[config.mk]
export PLATFORM = sky130hd
export DESIGN_NAME = cpu_top
export DESIGN_NICKNAME = d
export VERILOG_FILES = /design/src/logic/cpu_pkg.sv /design/src/logic/cpu_top.sv /design/src/logic/addr_unit.sv /design/src/logic/alu_datapath.sv /design/src/logic/reg_file.sv /design/src/logic/instr_reg.sv /design/src/logic/cpu_control.sv
export SDC_FILE = /design/constraint.sdc
export NUM_CORES = 1
export LEC_CHECK = 0
export ABC_AREA = 1
export BUFFER_PORTS_ARGS = -buffer_cell sky130_fd_sc_hd__buf_4
export CAP_MARGIN = 0
export CORE_AREA = 2 2 185 187
export CTS_BUF_LIST = sky130_fd_sc_hd__clkbuf_8
export DETAILED_ROUTE_END_ITERATION = 10
export DIE_AREA = 0 0 187 189
export HOLD_SLACK_MARGIN = 0.03
export SYNTH_ARGS = -nofsm -noshare
export SYNTH_HDL_FRONTEND = slang
export SYNTH_SLANG_ARGS = --single-unit
[constraint.sdc]
create_clock -name clk -period 5.4 [get_ports clk]
set_clock_uncertainty 0.2 [all_clocks]
set_input_delay 0.27 -clock clk [delete_from_list [all_inputs] [get_ports clk]]
set_output_delay 0.27 -clock clk [all_outputs]
set_load 0.01 [all_outputs]
[src/logic/cpu_pkg.sv]
`default_nettype none

package cpu_pkg;

	localparam int WORD_W     = 16;
	localparam int NUM_REGS   = 8;
	localparam int MEM_ADDR_W = 9;

	// Low bit of each instruction field.
	localparam int OPC_LSB = 13;
	localparam int OP_LSB  = 11;
	localparam int RN_LSB  = 8;
	localparam int RD_LSB  = 5;
	localparam int SH_LSB  = 3;
	localparam int RM_LSB  = 0;

	// Immediates sit at bit 0.
	localparam int IMM8_W = 8;
	localparam int IMM5_W = 5;

	typedef logic [WORD_W-1:0]           word_t;
	typedef logic [$clog2(NUM_REGS)-1:0] reg_idx_t;
	typedef logic [MEM_ADDR_W-1:0]       mem_addr_t;

	typedef enum logic [2:0] {
		OPC_STR  = 3'b100,
		OPC_ALU  = 3'b101,
		OPC_MOV  = 3'b110,
		OPC_HALT = 3'b111
	} opcode_t;

	// Same code space as the op field of ALU instructions.
	typedef enum logic [1:0] {
		ALU_ADD = 2'b00,
		ALU_SUB = 2'b01,
		ALU_AND = 2'b10,
		ALU_NOT = 2'b11
	} alu_op_t;

	typedef enum logic [1:0] {
		SH_NONE = 2'b00,
		SH_LSL  = 2'b01, // Left by one.
		SH_LSR  = 2'b10, // Logical right by one.
		SH_ASR  = 2'b11  // Arithmetic right by one.
	} shift_t;

	typedef enum logic [1:0] {
		MEM_NONE  = 2'b00,
		MEM_WRITE = 2'b01,
		MEM_READ  = 2'b10
	} mem_cmd_t;

	// One-hot register field select.
	typedef enum logic [2:0] {
		SEL_RN = 3'b001,
		SEL_RD = 3'b010,
		SEL_RM = 3'b100
	} nsel_t;

	typedef enum logic {
		WB_C   = 1'b0,
		WB_IMM = 1'b1
	} wb_sel_t;

	typedef enum logic [3:0] {
		S_RESET, S_IF1, S_IF2, S_UPDATE, S_DEC, S_A, S_B, S_C,
		S_STATUS, S_WRITE, S_ADDR, S_C2, S_MEMW, S_HALT
	} state_t;

endpackage

`default_nettype wire
[src/logic/cpu_top.sv]
`timescale 1ns/100ps
`default_nettype none

module cpu_top (
	input  wire logic             clk,
	input  wire logic             rst,
	input  wire cpu_pkg::word_t   mem_rdata,
	output cpu_pkg::mem_addr_t    mem_addr,
	output cpu_pkg::mem_cmd_t     mem_cmd,
	output cpu_pkg::word_t        mem_wdata,
	output logic [2:0]            status,
	output logic                  halt
);

	// Control strobes.
	logic reset_pc, load_pc, load_ir, addr_sel, load_addr;
	logic loada, loadb, loadc, loads, asel, bsel, write;
	cpu_pkg::wb_sel_t wb_sel;
	cpu_pkg::nsel_t   nsel;

	// Decoded instruction fields.
	cpu_pkg::opcode_t  opcode;
	cpu_pkg::alu_op_t  op;
	cpu_pkg::reg_idx_t reg_num;
	cpu_pkg::shift_t   shift;
	cpu_pkg::word_t    sximm5, sximm8;

	cpu_pkg::word_t reg_data, wb_data, c_out;

	cpu_control cpu_control_inst (
		.clk       (clk),
		.rst       (rst),
		.opcode    (opcode),
		.op        (op),
		.reset_pc  (reset_pc),
		.load_pc   (load_pc),
		.load_ir   (load_ir),
		.addr_sel  (addr_sel),
		.load_addr (load_addr),
		.loada     (loada),
		.loadb     (loadb),
		.loadc     (loadc),
		.loads     (loads),
		.asel      (asel),
		.bsel      (bsel),
		.write     (write),
		.wb_sel    (wb_sel),
		.nsel      (nsel),
		.mem_cmd   (mem_cmd),
		.halt      (halt)
	);

	instr_reg instr_reg_inst (
		.clk       (clk),
		.load_ir   (load_ir),
		.mem_rdata (mem_rdata),
		.nsel      (nsel),
		.opcode    (opcode),
		.op        (op),
		.reg_num   (reg_num),
		.shift     (shift),
		.sximm5    (sximm5),
		.sximm8    (sximm8)
	);

	reg_file reg_file_inst (
		.clk      (clk),
		.write    (write),
		.reg_num  (reg_num),
		.data_in  (wb_data),
		.data_out (reg_data)
	);

	alu_datapath alu_datapath_inst (
		.clk      (clk),
		.rst      (rst),
		.loada    (loada),
		.loadb    (loadb),
		.loadc    (loadc),
		.loads    (loads),
		.asel     (asel),
		.bsel     (bsel),
		.wb_sel   (wb_sel),
		.op       (op),
		.shift    (shift),
		.reg_data (reg_data),
		.sximm5   (sximm5),
		.sximm8   (sximm8),
		.wb_data  (wb_data),
		.c_out    (c_out),
		.status   (status)
	);

	addr_unit addr_unit_inst (
		.clk       (clk),
		.reset_pc  (reset_pc),
		.load_pc   (load_pc),
		.addr_sel  (addr_sel),
		.load_addr (load_addr),
		.c_out     (c_out),
		.mem_addr  (mem_addr)
	);

	assign mem_wdata = c_out; // Store data leaves through C.

endmodule

`default_nettype wire

[src/logic/addr_unit.sv]
`timescale 1ns/100ps
`default_nettype none

module addr_unit (
	input  wire logic           clk,
	input  wire logic           reset_pc,
	input  wire logic           load_pc,
	input  wire logic           addr_sel,
	input  wire logic           load_addr,
	input  wire cpu_pkg::word_t c_out,
	output cpu_pkg::mem_addr_t  mem_addr
);

	cpu_pkg::mem_addr_t pc;
	cpu_pkg::mem_addr_t data_addr;

	always_ff @(posedge clk) begin
		if (load_pc)
			pc <= reset_pc ? '0 : pc + 1'b1;
	end

	// Low bits of the computed address only.
	always_ff @(posedge clk) begin
		if (load_addr)
			data_addr <= c_out[cpu_pkg::MEM_ADDR_W-1:0];
	end

	assign mem_addr = addr_sel ? pc : data_addr; // Fetch or data access.

	// The controller clears the PC through the load path.
	a_reset_with_load: assert property (@(posedge clk) reset_pc |-> load_pc)
		else $error("reset_pc without load_pc.");

endmodule

`default_nettype wire

[src/logic/alu_datapath.sv]
`timescale 1ns/100ps
`default_nettype none

module alu_datapath (
	input  wire logic             clk,
	input  wire logic             rst,
	input  wire logic             loada,
	input  wire logic             loadb,
	input  wire logic             loadc,
	input  wire logic             loads,
	input  wire logic             asel,
	input  wire logic             bsel,
	input  wire cpu_pkg::wb_sel_t wb_sel,
	input  wire cpu_pkg::alu_op_t op,
	input  wire cpu_pkg::shift_t  shift,
	input  wire cpu_pkg::word_t   reg_data,
	input  wire cpu_pkg::word_t   sximm5,
	input  wire cpu_pkg::word_t   sximm8,
	output cpu_pkg::word_t        wb_data,
	output cpu_pkg::word_t        c_out,
	output logic [2:0]            status // {Z, N, V}.
);

	localparam int MSB = cpu_pkg::WORD_W - 1;

	cpu_pkg::word_t a_q, b_q, c_q;
	cpu_pkg::word_t b_sh, ain, bin, b_eff, alu_out;
	logic zero, neg, ovf;

	always_ff @(posedge clk) begin
		if (loada)
			a_q <= reg_data;
		if (loadb)
			b_q <= reg_data;
		if (loadc)
			c_q <= alu_out;
	end

	always_ff @(posedge clk) begin
		if (rst)
			status <= '0;
		else if (loads)
			status <= {zero, neg, ovf};
	end

	always_comb begin
		case (shift)
			cpu_pkg::SH_LSL: b_sh = {b_q[MSB-1:0], 1'b0};
			cpu_pkg::SH_LSR: b_sh = {1'b0, b_q[MSB:1]};
			cpu_pkg::SH_ASR: b_sh = {b_q[MSB], b_q[MSB:1]};
			default:         b_sh = b_q;
		endcase
	end

	assign ain = asel ? '0 : a_q;
	assign bin = bsel ? sximm5 : b_sh;

	always_comb begin
		case (op)
			cpu_pkg::ALU_ADD: alu_out = ain + bin;
			cpu_pkg::ALU_SUB: alu_out = ain - bin;
			cpu_pkg::ALU_AND: alu_out = ain & bin;
			default:          alu_out = ~bin;
		endcase
	end

	// Subtraction overflows like an add of the inverted operand.
	assign b_eff = (op == cpu_pkg::ALU_SUB) ? ~bin : bin;
	assign ovf   = (ain[MSB] == b_eff[MSB]) && (alu_out[MSB] != ain[MSB]);
	assign zero  = (alu_out == '0);
	assign neg   = alu_out[MSB];

	assign c_out   = c_q;
	assign wb_data = (wb_sel == cpu_pkg::WB_IMM) ? sximm8 : c_q; // MOV immediate path.

endmodule

`default_nettype wire

[src/logic/reg_file.sv]
`timescale 1ns/100ps
`default_nettype none

module reg_file (
	input  wire logic              clk,
	input  wire logic              write,
	input  wire cpu_pkg::reg_idx_t reg_num,
	input  wire cpu_pkg::word_t    data_in,
	output cpu_pkg::word_t         data_out
);

	cpu_pkg::word_t regs [cpu_pkg::NUM_REGS];

	// Single address serves both ports.
	always_ff @(posedge clk) begin
		if (write)
			regs[reg_num] <= data_in;
	end

	assign data_out = regs[reg_num]; // Combinational read.

	a_write_known: assert property (@(posedge clk) !$isunknown(write))
		else $error("Register write strobe unknown.");

	a_write_data: assert property (@(posedge clk)
		write |-> !$isunknown(data_in))
		else $error("Unknown data written to register file.");

endmodule

`default_nettype wire

[src/logic/instr_reg.sv]
`timescale 1ns/100ps
`default_nettype none

module instr_reg (
	input  wire logic             clk,
	input  wire logic             load_ir,
	input  wire cpu_pkg::word_t   mem_rdata,
	input  wire cpu_pkg::nsel_t   nsel,
	output cpu_pkg::opcode_t      opcode,
	output cpu_pkg::alu_op_t      op,
	output cpu_pkg::reg_idx_t     reg_num,
	output cpu_pkg::shift_t       shift,
	output cpu_pkg::word_t        sximm5,
	output cpu_pkg::word_t        sximm8
);

	localparam int RW = $bits(cpu_pkg::reg_idx_t);

	cpu_pkg::word_t    ir;
	cpu_pkg::reg_idx_t rn, rd, rm;

	always_ff @(posedge clk) begin
		if (load_ir)
			ir <= mem_rdata;
	end

	assign opcode = cpu_pkg::opcode_t'(ir[cpu_pkg::OPC_LSB +: $bits(cpu_pkg::opcode_t)]);
	assign op     = cpu_pkg::alu_op_t'(ir[cpu_pkg::OP_LSB +: $bits(cpu_pkg::alu_op_t)]);

	assign rn = ir[cpu_pkg::RN_LSB +: RW];
	assign rd = ir[cpu_pkg::RD_LSB +: RW];
	assign rm = ir[cpu_pkg::RM_LSB +: RW];

	// One-hot mux over the three register fields.
	assign reg_num = ({RW{nsel == cpu_pkg::SEL_RN}} & rn)
		| ({RW{nsel == cpu_pkg::SEL_RD}} & rd)
		| ({RW{nsel == cpu_pkg::SEL_RM}} & rm);

	// In STR these bits belong to imm5, so no shift is applied.
	assign shift = (opcode == cpu_pkg::OPC_STR) ? cpu_pkg::SH_NONE
		: cpu_pkg::shift_t'(ir[cpu_pkg::SH_LSB +: $bits(cpu_pkg::shift_t)]);

	assign sximm5 = {{(cpu_pkg::WORD_W-cpu_pkg::IMM5_W){ir[cpu_pkg::IMM5_W-1]}},
		ir[cpu_pkg::IMM5_W-1:0]};
	assign sximm8 = {{(cpu_pkg::WORD_W-cpu_pkg::IMM8_W){ir[cpu_pkg::IMM8_W-1]}},
		ir[cpu_pkg::IMM8_W-1:0]};

endmodule

`default_nettype wire

[src/logic/cpu_control.sv]
`timescale 1ns/100ps
`default_nettype none

module cpu_control (
	input  wire logic          clk,
	input  wire logic          rst,
	input  wire cpu_pkg::opcode_t opcode,
	input  wire cpu_pkg::alu_op_t op,
	output logic               reset_pc,
	output logic               load_pc,
	output logic               load_ir,
	output logic               addr_sel,
	output logic               load_addr,
	output logic               loada,
	output logic               loadb,
	output logic               loadc,
	output logic               loads,
	output logic               asel,
	output logic               bsel,
	output logic               write,
	output cpu_pkg::wb_sel_t   wb_sel,
	output cpu_pkg::nsel_t     nsel,
	output cpu_pkg::mem_cmd_t  mem_cmd,
	output logic               halt
);

	cpu_pkg::state_t state, next_state;
	logic mov_imm;

	// MOV immediate shares its op code with AND.
	assign mov_imm = (opcode == cpu_pkg::OPC_MOV) && (op == cpu_pkg::ALU_AND);

	always_ff @(posedge clk) begin
		if (rst)
			state <= cpu_pkg::S_RESET;
		else
			state <= next_state;
	end

	always_comb begin
		next_state = state;
		case (state)
			cpu_pkg::S_RESET:  next_state = cpu_pkg::S_IF1;
			cpu_pkg::S_IF1:    next_state = cpu_pkg::S_IF2;
			cpu_pkg::S_IF2:    next_state = cpu_pkg::S_UPDATE;
			cpu_pkg::S_UPDATE: next_state = cpu_pkg::S_DEC;
			cpu_pkg::S_DEC: begin
				case (opcode)
					cpu_pkg::OPC_MOV:  next_state = mov_imm ? cpu_pkg::S_WRITE : cpu_pkg::S_B;
					cpu_pkg::OPC_ALU:  next_state = cpu_pkg::S_A;
					cpu_pkg::OPC_STR:  next_state = cpu_pkg::S_A;
					cpu_pkg::OPC_HALT: next_state = cpu_pkg::S_HALT;
					default:           next_state = cpu_pkg::S_IF1; // Unknown opcode is skipped.
				endcase
			end
			cpu_pkg::S_A:
				next_state = (opcode == cpu_pkg::OPC_STR) ? cpu_pkg::S_C : cpu_pkg::S_B;
			cpu_pkg::S_B:
				next_state = (op == cpu_pkg::ALU_SUB) ? cpu_pkg::S_STATUS : cpu_pkg::S_C;
			cpu_pkg::S_C:
				next_state = (opcode == cpu_pkg::OPC_STR) ? cpu_pkg::S_ADDR : cpu_pkg::S_WRITE;
			cpu_pkg::S_ADDR:   next_state = cpu_pkg::S_C2;
			cpu_pkg::S_C2:     next_state = cpu_pkg::S_MEMW;
			cpu_pkg::S_MEMW,
			cpu_pkg::S_STATUS,
			cpu_pkg::S_WRITE:  next_state = cpu_pkg::S_IF1;
			cpu_pkg::S_HALT:   next_state = cpu_pkg::S_HALT; // Only rst leaves.
			default:           next_state = cpu_pkg::S_RESET;
		endcase
	end

	always_comb begin
		reset_pc  = 1'b0;
		load_pc   = 1'b0;
		load_ir   = 1'b0;
		addr_sel  = 1'b0;
		load_addr = 1'b0;
		loada     = 1'b0;
		loadb     = 1'b0;
		loadc     = 1'b0;
		loads     = 1'b0;
		asel      = 1'b0;
		bsel      = 1'b0;
		write     = 1'b0;
		wb_sel    = cpu_pkg::WB_C;
		nsel      = cpu_pkg::SEL_RN;
		mem_cmd   = cpu_pkg::MEM_NONE;
		halt      = 1'b0;
		case (state)
			cpu_pkg::S_RESET: begin
				reset_pc = 1'b1;
				load_pc  = 1'b1;
			end
			cpu_pkg::S_IF1: begin
				addr_sel = 1'b1;
				mem_cmd  = cpu_pkg::MEM_READ;
			end
			cpu_pkg::S_IF2: begin
				addr_sel = 1'b1;
				mem_cmd  = cpu_pkg::MEM_READ;
				load_ir  = 1'b1; // Word from the S_IF1 read is on mem_rdata.
			end
			cpu_pkg::S_UPDATE: load_pc = 1'b1;
			cpu_pkg::S_A: begin
				nsel  = cpu_pkg::SEL_RN;
				loada = 1'b1;
			end
			cpu_pkg::S_B: begin
				nsel  = cpu_pkg::SEL_RM;
				loadb = 1'b1;
			end
			cpu_pkg::S_C: begin
				loadc = 1'b1;
				asel  = (opcode == cpu_pkg::OPC_MOV); // MOV register passes B alone.
				bsel  = (opcode == cpu_pkg::OPC_STR); // Rn plus sximm5.
			end
			cpu_pkg::S_STATUS: loads = 1'b1;
			cpu_pkg::S_WRITE: begin
				write  = 1'b1;
				wb_sel = mov_imm ? cpu_pkg::WB_IMM : cpu_pkg::WB_C;
				nsel   = mov_imm ? cpu_pkg::SEL_RN : cpu_pkg::SEL_RD;
			end
			// Address goes out of C while Rd is picked up for the store data.
			cpu_pkg::S_ADDR: begin
				load_addr = 1'b1;
				nsel      = cpu_pkg::SEL_RD;
				loadb     = 1'b1;
			end
			cpu_pkg::S_C2: begin
				asel  = 1'b1;
				loadc = 1'b1;
			end
			cpu_pkg::S_MEMW: mem_cmd = cpu_pkg::MEM_WRITE;
			cpu_pkg::S_HALT: halt = 1'b1;
			default: ;
		endcase
	end

	a_halt_quiet: assert property (@(posedge clk) disable iff (rst)
		halt |=> mem_cmd == cpu_pkg::MEM_NONE)
		else $error("Memory command issued while halted.");

	a_halt_holds: assert property (@(posedge clk) disable iff (rst) halt |=> halt)
		else $error("Halt dropped without reset.");

	// The store data must have come through C in the previous cycle.
	a_write_state: assert property (@(posedge clk) disable iff (rst)
		mem_cmd == cpu_pkg::MEM_WRITE |->
			state == cpu_pkg::S_MEMW && $past(state) == cpu_pkg::S_C2)
		else $error("MEM_WRITE outside S_MEMW.");

endmodule

`default_nettype wire

==> impl_metrics.json, run 1 <==
{
  "antenna_found_initial": 0,
  "drc": 0,
  "die_h_microns": 189,
  "relSlewSlack_pct": 27.7,
  "crit_type": "flop to flop",
  "ys_seq_elements": 217,
  "dieWidth_microns": 187,
  "register_area_sq_mm": 0.00645,
  "synth_edf_count": 210,
  "synth_top_area_share_pct": 58.3,
  "cp.required_ps": 5680,
  "yosysMostFrequentCell": "edfxtp_1",
  "die-area_sq_mm": 0.0353,
  "rr_startpoint": "instr_reg_inst.ir[4]",
  "maxCapViolations": 0,
  "setup_viol_count_final": 0,
  "end_kind": "flop",
  "cts_buffers": 37,
  "cts_num_sinks": 217,
  "synth_area_leaders": "edfxtp_1 (58%), nand2_1 (6.4%), nor2_1 (5.9%)",
  "finish.utilization_pct": 37.8,
  "instances_no_fill": 1654,
  "multiInputGateArea_sq_mm": 0.00370,
  "period_minus_slack_ps": 4950,
  "postSynth.asyncResetShare_pct": 0,
  "wl_per_cell_microns": 17.0,
  "cpMostUsedCell": "nand2_1",
  "antenna_cells": 0,
  "power_frac_comb_pct": 16.0,
  "ys_seq_area_share_pct": 59.6,
  "hold_class": "input pin to flop",
  "synth_fp_nets": 1119,
  "pwr-share-seq_pct": 50.0,
  "cpPeakStageDelay_ps": 760,
  "synth_area_leader_cell": "edfxtp_1",
  "finalHoldViolCount": 0,
  "rsz0062_at_grt": "false",
  "hpwl_microns": 20000,
  "cp_top_family": "simple AND/OR/NAND/NOR gates",
  "critical_path_buf_inv_count": 1,
  "pwr_density_cell_mw_per_mm2": 306,
  "dp.cells": 1575,
  "grt_use_total_pct": 15.8,
  "avgSynthCellArea_sq_um": 9.99,
  "arrival_ps": 5230,
  "drive_gt1_share_pct": 15.5,
  "status": "complete, no violations",
  "synth_warnings": 0,
  "cts_tree": "built",
  "drt_pass1_iterations": 5,
  "ant_nets": 0,
  "crit_start": "instr_reg_inst.ir[4]",
  "setup_tns_ps": 0,
  "ir_drop_mv": 0.130,
  "syn-instance-count": 1082,
  "p_sw_share_pct": 28.6,
  "via_per_inst": 4.83,
  "grt_max_degree": 40,
  "clk_pin_slew_ps": 70,
  "core_sq_mm": 0.0333,
  "crit_fanout": 15,
  "power.share.clock_pct": 34.0,
  "htreeDepth": 2,
  "routed_wirelength_microns": 28100,
  "cts-root-buf": "clkbuf_8",
  "vias": 7995,
  "min_from": "mem_rdata[14]",
  "area_growth_pct": 16.5,
  "min_period_over_period_pct": 91.7,
  "place_congestion": 0.972,
  "rows": 67,
  "internal_power_mw": 2.75,
  "drtIter0Drc": 661,
  "fmax_mhz": 202,
  "netlist-cell-type-count": 54,
  "grt_pass1_vias": 7733,
  "tightest_slew_ps": 1070,
  "grt_overflow_total": 0,
  "insertion_delay_ps": 560,
  "netSwitchingPower_mw": 1.10,
  "pin_count": 49,
  "initial_core_util_pct": 32.5,
  "clock_path_buffers": 3,
  "nFillCells": 3256,
  "fin_nets": 1220,
  "port-buffer-count": 48,
  "synth_flop_cell": "edfxtp_1",
  "drv_slew": 0,
  "startpoint_type": "flop",
  "synth_common_cells": "edfxtp_1 (210), nand2_1 (185), nor2_1 (170), inv_1 (110), o21ai_0 (86)",
  "cp_slowest_cell": "edfxtp_1",
  "leakagePower_nw": 5.05,
  "grt_pass1_wl_microns": 43600,
  "syn-cell-area_sq_mm": 0.0108
}
-- path summary, 6_finish.rpt --
check	slack (ps)	cells after the start	endpoint
max reg2reg	450	25	alu_datapath_inst.status[2]
min reg2reg	270	2	alu_datapath_inst.status[2]
min	240	2	instr_reg_inst.ir[14]
max	450	25	alu_datapath_inst.status[2]
-- cells by family (layout without fill, tap and decap cells) --
family | Yosys count | in the layout | synth area share (%)
AND/OR/NAND/NOR | 472 | 472 | 19.8
AO/OA/AOI/OAI | 194 | 194 | 10.9
XOR/XNOR | 15 | 15 | 1.22
flip-flops | 217 | 217 | 59.6
buffers and inverters | 165 | 289 | 6.19
adder cells (fa/ha/maj) | 19 | 19 | 2.27
-- registers in the layout, indices dropped and copies added (netlist names) --
signal and count:
cpu_control_inst.state 4, reg_file_inst.regs 128, addr_unit_inst.pc 9, alu_datapath_inst.status 3, alu_datapath_inst.a_q 16, alu_datapath_inst.b_q 16, addr_unit_inst.data_addr 9, instr_reg_inst.ir 16
alu_datapath_inst.c_out 16
-- worst reg2reg max path: stages, from the launching register on --
cell and delay, ps:
edfxtp_1 760, o21ai_2 350, nand2_1 140, nand3_1 120, o21ai_4 120, ha_1 210, inv_1 80, nor4_4 340
nand2_1 90, nand2_1 110, xor2_1 200, ha_1 320, a21o_1 220, nor2_1 100, nand2_1 140, o21ai_0 250
nand2_1 80, nor2_1 150, nand2_1 80, nor2_1 170, nand3_1 90, nor2_1 90, nand4_1 150, nor2_1 160
nand2_1 70, a21oi_1 110
-- power by group through the flow --
| stage | registers (mW) | logic (mW) | clock network, mW |
|---|---|---|---|
| 3_5_place_dp | 1.96 | 0.602 | 0 |
| 3_3_place_gp | 1.96 | 0.597 | 0 |
| 4_1_cts | 1.92 | 0.615 | 1.34 |
| 6_report | 1.92 | 0.615 | 1.31 |
| 2_1_floorplan | 1.95 | 0.427 | 0 |
| 5_1_grt | 1.93 | 0.695 | 1.42 |
-- timing repair --
action / in CTS / in global routing
hold buffers: 17 / 0
setup endpoints to repair: 0 / 0
endpoints found under the hold margin: 23 / 0
gates resized for setup: 0 / 0
setup buffers: 0 / 0
-- area by class of cell --
| class | count | share of cell area (%) |
|---|---|---|
| clock buffers | 37 | 4.04 |
| clock inverters | 25 | 0.974 |
| inverters | 135 | 4.02 |
| multi-input cells | 700 | 29.4 |
| flip-flops and latches | 217 | 51.2 |
| well taps | 448 | 4.45 |
| repair buffers | 92 | 5.92 |
-- metrics by stage --
step                hold slack, ps  total power, mW  area (sq um)  setup slack [ps]
floorplan                      132             2.37         10800              1490
global placement               250             2.55         11800               544
detailed placement             251             2.56         11800               498
CTS                            228             3.88         12600               477
global route                   235             4.04         12600              15.7
finish                         243             3.85         12600               451
-- metal layers --
layer | vias up | share of wire, % | global-route usage (%)
met5 | - | 0 | 0
met4 | 0 | 2.1 | 4.30
met3 | 48 | 5.5 | 2.69
met2 | 230 | 48 | 27.4
met1 | 3793 | 44 | 20.6
li1 | 3924 | - | -
-- cell usage in the layout (no fill, tap or decap), types with 7 or more instances in the layout --
cell type and count:
inv_2 23, dfxtp_1 7, nand3_1 44, clkbuf_8 37, nor2_2 7, o2111ai_1 16, o21ai_1 15, nand2_1 185
o21a_1 16, clkinv_1 8, xor2_1 13, a21oi_1 29, edfxtp_1 210, dlygate4sd3_1 17, inv_1 123, nor3_1 10
buf_4 74, nor2_1 170, o21ai_0 86, nor2_4 9, ha_1 18, nand4_1 17, nand2_2 9
No activity file was read; power rests on OpenSTA's default activity.
==> run 2: changes to the inputs <==
Settings changed: ABC_AREA 1 to not set.
==> run 2 against run 1 <==
Combinational power fell by 22%. First-iteration DRC count down 13%. Maximum frequency down 5.3%. Die area did not move. Clock power rose by 8%.
==> impl_metrics.json, run 2 <==
{
  "cts_buffers": 35,
  "cts_tree": "built",
  "clk_pin_slew_ps": 70,
  "crit_fanout": 4,
  "min_period_over_period_pct": 96.8,
  "min_to": "instr_reg_inst.ir[11]",
  "rows": 67,
  "min_from": "mem_rdata[11]",
  "cp.required_ps": 5630,
  "port-buffer-count": 48,
  "r2r_slack_ps": 170,
  "drive_gt1_share_pct": 17.7,
  "netlist-cell-type-count": 71,
  "area_growth_pct": 19.8,
  "wl_per_cell_microns": 17.9,
  "initial_core_util_pct": 32.7,
  "leakagePower_nw": 4.88,
  "pin_count": 49,
  "drc": 0,
  "cts-root-buf": "clkbuf_8",
  "drt_pass1_iterations": 5,
  "top_register": "reg_file_inst.regs",
  "post-place-ws_ps": 71.6,
  "synth_edf_count": 210,
  "core_sq_mm": 0.0333,
  "relSlewSlack_pct": 44.1,
  "status": "complete, no violations",
  "synth_common_cells": "nand2_1 (229), edfxtp_1 (210), nand3_1 (96), nor2_1 (57)",
  "yosysMostFrequentCell": "nand2_1",
  "die-area_sq_mm": 0.0353,
  "hold_class": "input pin to flop",
  "die_h_microns": 189,
  "antenna_found_initial": 0,
  "cts_num_sinks": 217,
  "whs_path_depth": 2,
  "hpwl_microns": 19600,
  "ir_drop_mv": 0.146,
  "finish.utilization_pct": 39.2,
  "setup_viol_count_final": 0,
  "ant_nets": 0,
  "synth_warnings": 0,
  "largest_register_ffs": 128,
  "crit_chain": "or3b_4 -> mux2i_4 -> a222oi_1 -> buf_4 -> ha_2 -> nor2_2 -> a21oi_2 -> inv_1 -> ha_1 -> nand2b_1 -> a21oi_1 -> nor3_1 -> nor3_1 -> a211o_1 -> or4_1 -> or4b_4 -> or4_4 -> or4_4 -> o22ai_2",
  "layout_common_cells": "nand2_1 (227), edfxtp_1 (210), buf_4 (110)",
  "clock_path_buffers": 3,
  "htreeDepth": 2,
  "r2r_cells": 19,
  "pwr_density_cell_mw_per_mm2": 291,
  "grt_max_degree": 46,
  "avgSynthCellArea_sq_um": 10.7,
  "place_congestion": 0.856,
  "synth_area_leaders": "edfxtp_1 (58%), nand2_1 (7.9%), nand3_1 (4.4%)",
  "end_kind": "flop",
  "grt_overflow_total": 0,
  "rr_startpoint": "instr_reg_inst.ir[13]",
  "synth_top_area_share_pct": 58.0,
  "cpPeakStageDelay_ps": 520,
  "arrival_ps": 5460,
  "fin_nets": 1168,
  "ys_seq_area_share_pct": 59.2,
  "synth_flop_cell": "edfxtp_1",
  "dieWidth_microns": 187,
  "grt_pass1_vias": 8041,
  "syn-instance-count": 1020,
  "grt_use_total_pct": 16.3,
  "setup_ws_ps": 174,
  "synth_fp_nets": 1057,
  "cp_top_family": "simple AND/OR/NAND/NOR gates",
  "postSynth.asyncResetShare_pct": 0,
  "drtIter0Drc": 578,
  "grt_pass1_wl_microns": 45400,
  "drv_slew": 0,
  "routed_wirelength_microns": 28700,
  "power_mw": 3.80,
  "syn-cell-area_sq_mm": 0.0109,
  "maxCapViolations": 0,
  "finalHoldViolCount": 0,
  "cp_slowest_cell": "or4_1",
  "via_per_inst": 5.07,
  "r2r_end": "alu_datapath_inst.status[2]",
  "final_common_cell": "nand2_1",
  "ys_seq_elements": 217,
  "synth_area_leader_cell": "edfxtp_1",
  "tightest_slew_ps": 830,
  "critical_path_buf_inv_count": 2,
  "crit_type": "flop to flop",
  "fmax_mhz": 191,
  "insertion_delay_ps": 530,
  "antenna_cells": 0,
  "period_minus_slack_ps": 5230,
  "startpoint_type": "flop",
  "setup_tns_ps": 0,
  "vias": 8145
}
==> run 2: per-layer routing <==
| metal | GRT usage [%] | routed length [microns] | up-vias |
|---|---|---|---|
| met5 | 0 | 0 | - |
| met2 | 27.2 | 13700 | 186 |
| li1 | - | - | 3972 |
| met1 | 22.0 | 13300 | 3941 |
| met4 | 4.67 | 616 | 0 |
| met3 | 2.39 | 1120 | 46 |
==> run 2: how the worst max path moves through the flow <==
| stage | startpoint | end | slack (ps) | cells after the start |
|---|---|---|---|---|
| after floorplan | instr_reg_inst.ir[14] | alu_datapath_inst.status[0] | 150 | 17 |
| after global routing | instr_reg_inst.ir[13] | alu_datapath_inst.status[2] | -0.7 | 19 |
| after global placement | instr_reg_inst.ir[14] | alu_datapath_inst.status[2] | 160 | 17 |
| after CTS | instr_reg_inst.ir[14] | alu_datapath_inst.status[2] | 10 | 18 |
| final | instr_reg_inst.ir[13] | alu_datapath_inst.status[2] | 170 | 19 |
| after detailed placement | instr_reg_inst.ir[14] | alu_datapath_inst.status[2] | 70 | 18 |
==> run 2: metrics by stage <==
stage / hold slack (ps) / cell area, sq um / instances
global route: 258 / 13000 / 1605
global placement: 250 / 12100 / 1521
CTS: 251 / 12900 / 1601
detailed placement: 250 / 12100 / 1521
floorplan: 142 / 10900 / 1020
finish: 269 / 13000 / 1605
==> run 2: report_power, final <==
| group | internal, mW | switching [mW] | leakage [nW] | total (mW) |
|---|---|---|---|---|
| registers | 1.87 | 0.0277 | 1.96 | 1.90 |
| clock network | 0.762 | 0.655 | 0.385 | 1.42 |
| logic | 0.199 | 0.280 | 2.53 | 0.479 |
==> run 2: layout make-up <==
class	instances	area, sq um
Clock buffer	35	482
Timing Repair Buffer	127	996
Sequential cell	217	6450
Fill cell	3212	20200
Tap cell	448	561
Multi-Input combinational cell	736	4290
Clock inverter	28	216
Inverter	14	52.6
==> run 2: kinds of logic (layout without fill, tap and decap cells) <==
logic type	after synthesis	in the layout	share of synthesized area (%)
adders and majority gates	20	20	2.35
DFF	217	217	59.2
AOI/OAI and AO/OA	177	177	11.1
buffers and inverters	67	204	2.37
xor gates and xnor gates	30	30	2.41
muxes	22	22	2.14
and+or+nand+nor	487	487	20.4
==> run 2: what timing repair did <==
item,4_1_cts,5_1_grt
setup buffers,0,4
endpoints found under the setup margin,0,4
hold buffers,17,0
endpoints found under the hold margin,23,0
resized for setup,0,27
==> run 3: changes to the inputs <==
Settings changed: CORE_AREA 2 2 185 187 to 2 2 168 170, DIE_AREA 0 0 187 189 to 0 0 170 172, SKIP_CTS_REPAIR_TIMING set to 1.
==> run 3 against run 2 <==
Sequential power is essentially flat. Wire length shrank 1.5%. Count of clock-buffer cells in the layout grew 6. Cell count shrank 6.2%. Global-route usage grew 2.9 points. First-iteration DRC count grew 30%. Sequential share of layout area grew 0.18 points. Combinational power shrank 3%. Register-to-register slack gained 30 ps. Utilization grew 8.1 points.
==> impl_metrics.json, run 3 (synthesis results as in run 2) <==
{
  "critPathCapture": "alu_datapath_inst.status[2]",
  "crit_type": "flop to flop",
  "drv_slew": 0,
  "r2r_slack_ps": 200,
  "clock_path_buffers": 3,
  "drc": 0,
  "htreeDepth": 2,
  "drtIter0Drc": 750,
  "grt_pass1_wl_microns": 43000,
  "ant_nets": 0,
  "tightest_slew_ps": 919,
  "r2r_cells": 18,
  "min_period_over_period_pct": 96.3,
  "setup_viol_count_final": 0,
  "arrival_ps": 5450,
  "largest_register_ffs": 128,
  "cp.required_ps": 5650,
  "via_per_inst": 5.42,
  "crit_chain": "or3b_4 -> mux2i_4 -> a222oi_1 -> buf_4 -> nand2_1 -> o21a_1 -> xor2_1 -> ha_1 -> o21ai_0 -> a21oi_1 -> o21ai_0 -> nor2b_1 -> xor2_1 -> a21oi_1 -> or4b_4 -> or4_4 -> or4_4 -> o22ai_2",
  "critical_path_buf_inv_count": 1,
  "antenna_cells": 0,
  "drt_pass1_iterations": 5,
  "die-area_sq_mm": 0.0292,
  "fin_nets": 1172,
  "final_common_cell": "nand2_1",
  "end_kind": "flop",
  "grt_pass1_vias": 7596,
  "insertion_delay_ps": 550,
  "die_h_microns": 172,
  "hpwl_microns": 19300,
  "r2r_end": "alu_datapath_inst.status[2]",
  "crit_start": "instr_reg_inst.ir[14]",
  "port-buffer-count": 48,
  "setup_ws_ps": 201,
  "place_congestion": 0.866,
  "rr_startpoint": "instr_reg_inst.ir[14]",
  "finalHoldViolCount": 0,
  "grt_max_degree": 59,
  "drive_gt1_share_pct": 17.9,
  "area_growth_pct": 19.4,
  "layout_common_cells": "nand2_1 (228), edfxtp_1 (210), buf_4 (106)",
  "pin_count": 49,
  "fmax_mhz": 192,
  "top_register": "reg_file_inst.regs",
  "crit_fanout": 4,
  "power_mw": 3.80,
  "stdcell_area_sq_mm": 0.0130,
  "startpoint_type": "flop",
  "cts_tree": "built",
  "pwr_density_cell_mw_per_mm2": 293,
  "cp.depth": 18,
  "cts_buffers": 39,
  "place_area_sq_mm": 0.0120,
  "cpPeakStageDelay_ps": 560,
  "rows": 61,
  "initial_core_util_pct": 39.6,
  "post-place-ws_ps": 91.0,
  "dieWidth_microns": 170,
  "cts-root-buf": "clkbuf_8",
  "vias": 8162,
  "finish.utilization_pct": 47.3,
  "grt_overflow_total": 0,
  "period_minus_slack_ps": 5200,
  "cp_top_family": "simple AND/OR/NAND/NOR gates",
  "leakagePower_nw": 4.93,
  "wl_per_cell_microns": 18.8,
  "clk_pin_slew_ps": 60,
  "antenna_found_initial": 0,
  "cp_slowest_cell": "or4b_4",
  "relSlewSlack_pct": 38.1,
  "hold_class": "input pin to flop",
  "core_sq_mm": 0.0275,
  "ir_drop_mv": 0.156,
  "maxCapViolations": 0,
  "grt_use_total_pct": 19.2,
  "status": "complete, no violations",
  "routed_wirelength_microns": 28300,
  "cts_num_sinks": 217
}
-- run 3: report_power, final --
part / leakage, nW / switching, mW / internal, mW
clock: 0.419 / 0.679 / 0.758
sequential: 1.96 / 0.0287 / 1.87
combinational: 2.54 / 0.271 / 0.194
-- run 3: how the worst min path moves through the flow --
stage | from | end | slack, ps | cells after the start
2_1_floorplan | rst | alu_datapath_inst.status[1] | 140 | 1
3_3_place_gp | mem_rdata[11] | instr_reg_inst.ir[11] | 250 | 1
3_5_place_dp | mem_rdata[11] | instr_reg_inst.ir[11] | 250 | 1
4_1_cts | mem_rdata[11] | instr_reg_inst.ir[11] | -330 | 1
5_1_grt | mem_rdata[3] | instr_reg_inst.ir[3] | 240 | 2
6_report | mem_rdata[0] | instr_reg_inst.ir[0] | 250 | 2
-- run 3: worst reg2reg max path: stages (launching register included) --
cell and delay [ps]:
edfxtp_1 400, or3b_4 440, mux2i_4 210, a222oi_1 470, buf_4 190, nand2_1 60
o21a_1 200, xor2_1 140, ha_1 370, o21ai_0 180, a21oi_1 80, o21ai_0 210
nor2b_1 190, xor2_1 160, a21oi_1 110, or4b_4 560, or4_4 430, or4_4 420
o22ai_2 90
-- run 3: final cells by class --
cell class | count | area (sq um)
fillers | 2555 | 14500
flip-flops and latches | 217 | 6450
multi-input cells | 736 | 4300
repair buffers | 127 | 1050
clock buffers | 41 | 564
well taps | 346 | 433
clock inverters | 25 | 153
inverters | 14 | 52.6
-- run 3: metrics by stage --
stage               hold WS, ps  TNS, ps  cells
floorplan                   142        0   1020
global placement            250        0   1420
detailed placement          251        0   1420
CTS                        -329        0   1486
global route                235    -31.0   1506
finish                      250        0   1506
-- run 3: per-layer routing --
layer	track usage (%)	up-vias	routed length, microns
met3	2.72	38	1520
met1	26.8	3902	12900
li1	-	3984	-
met5	0	-	0
met4	4.87	0	437
met2	31.7	238	13400
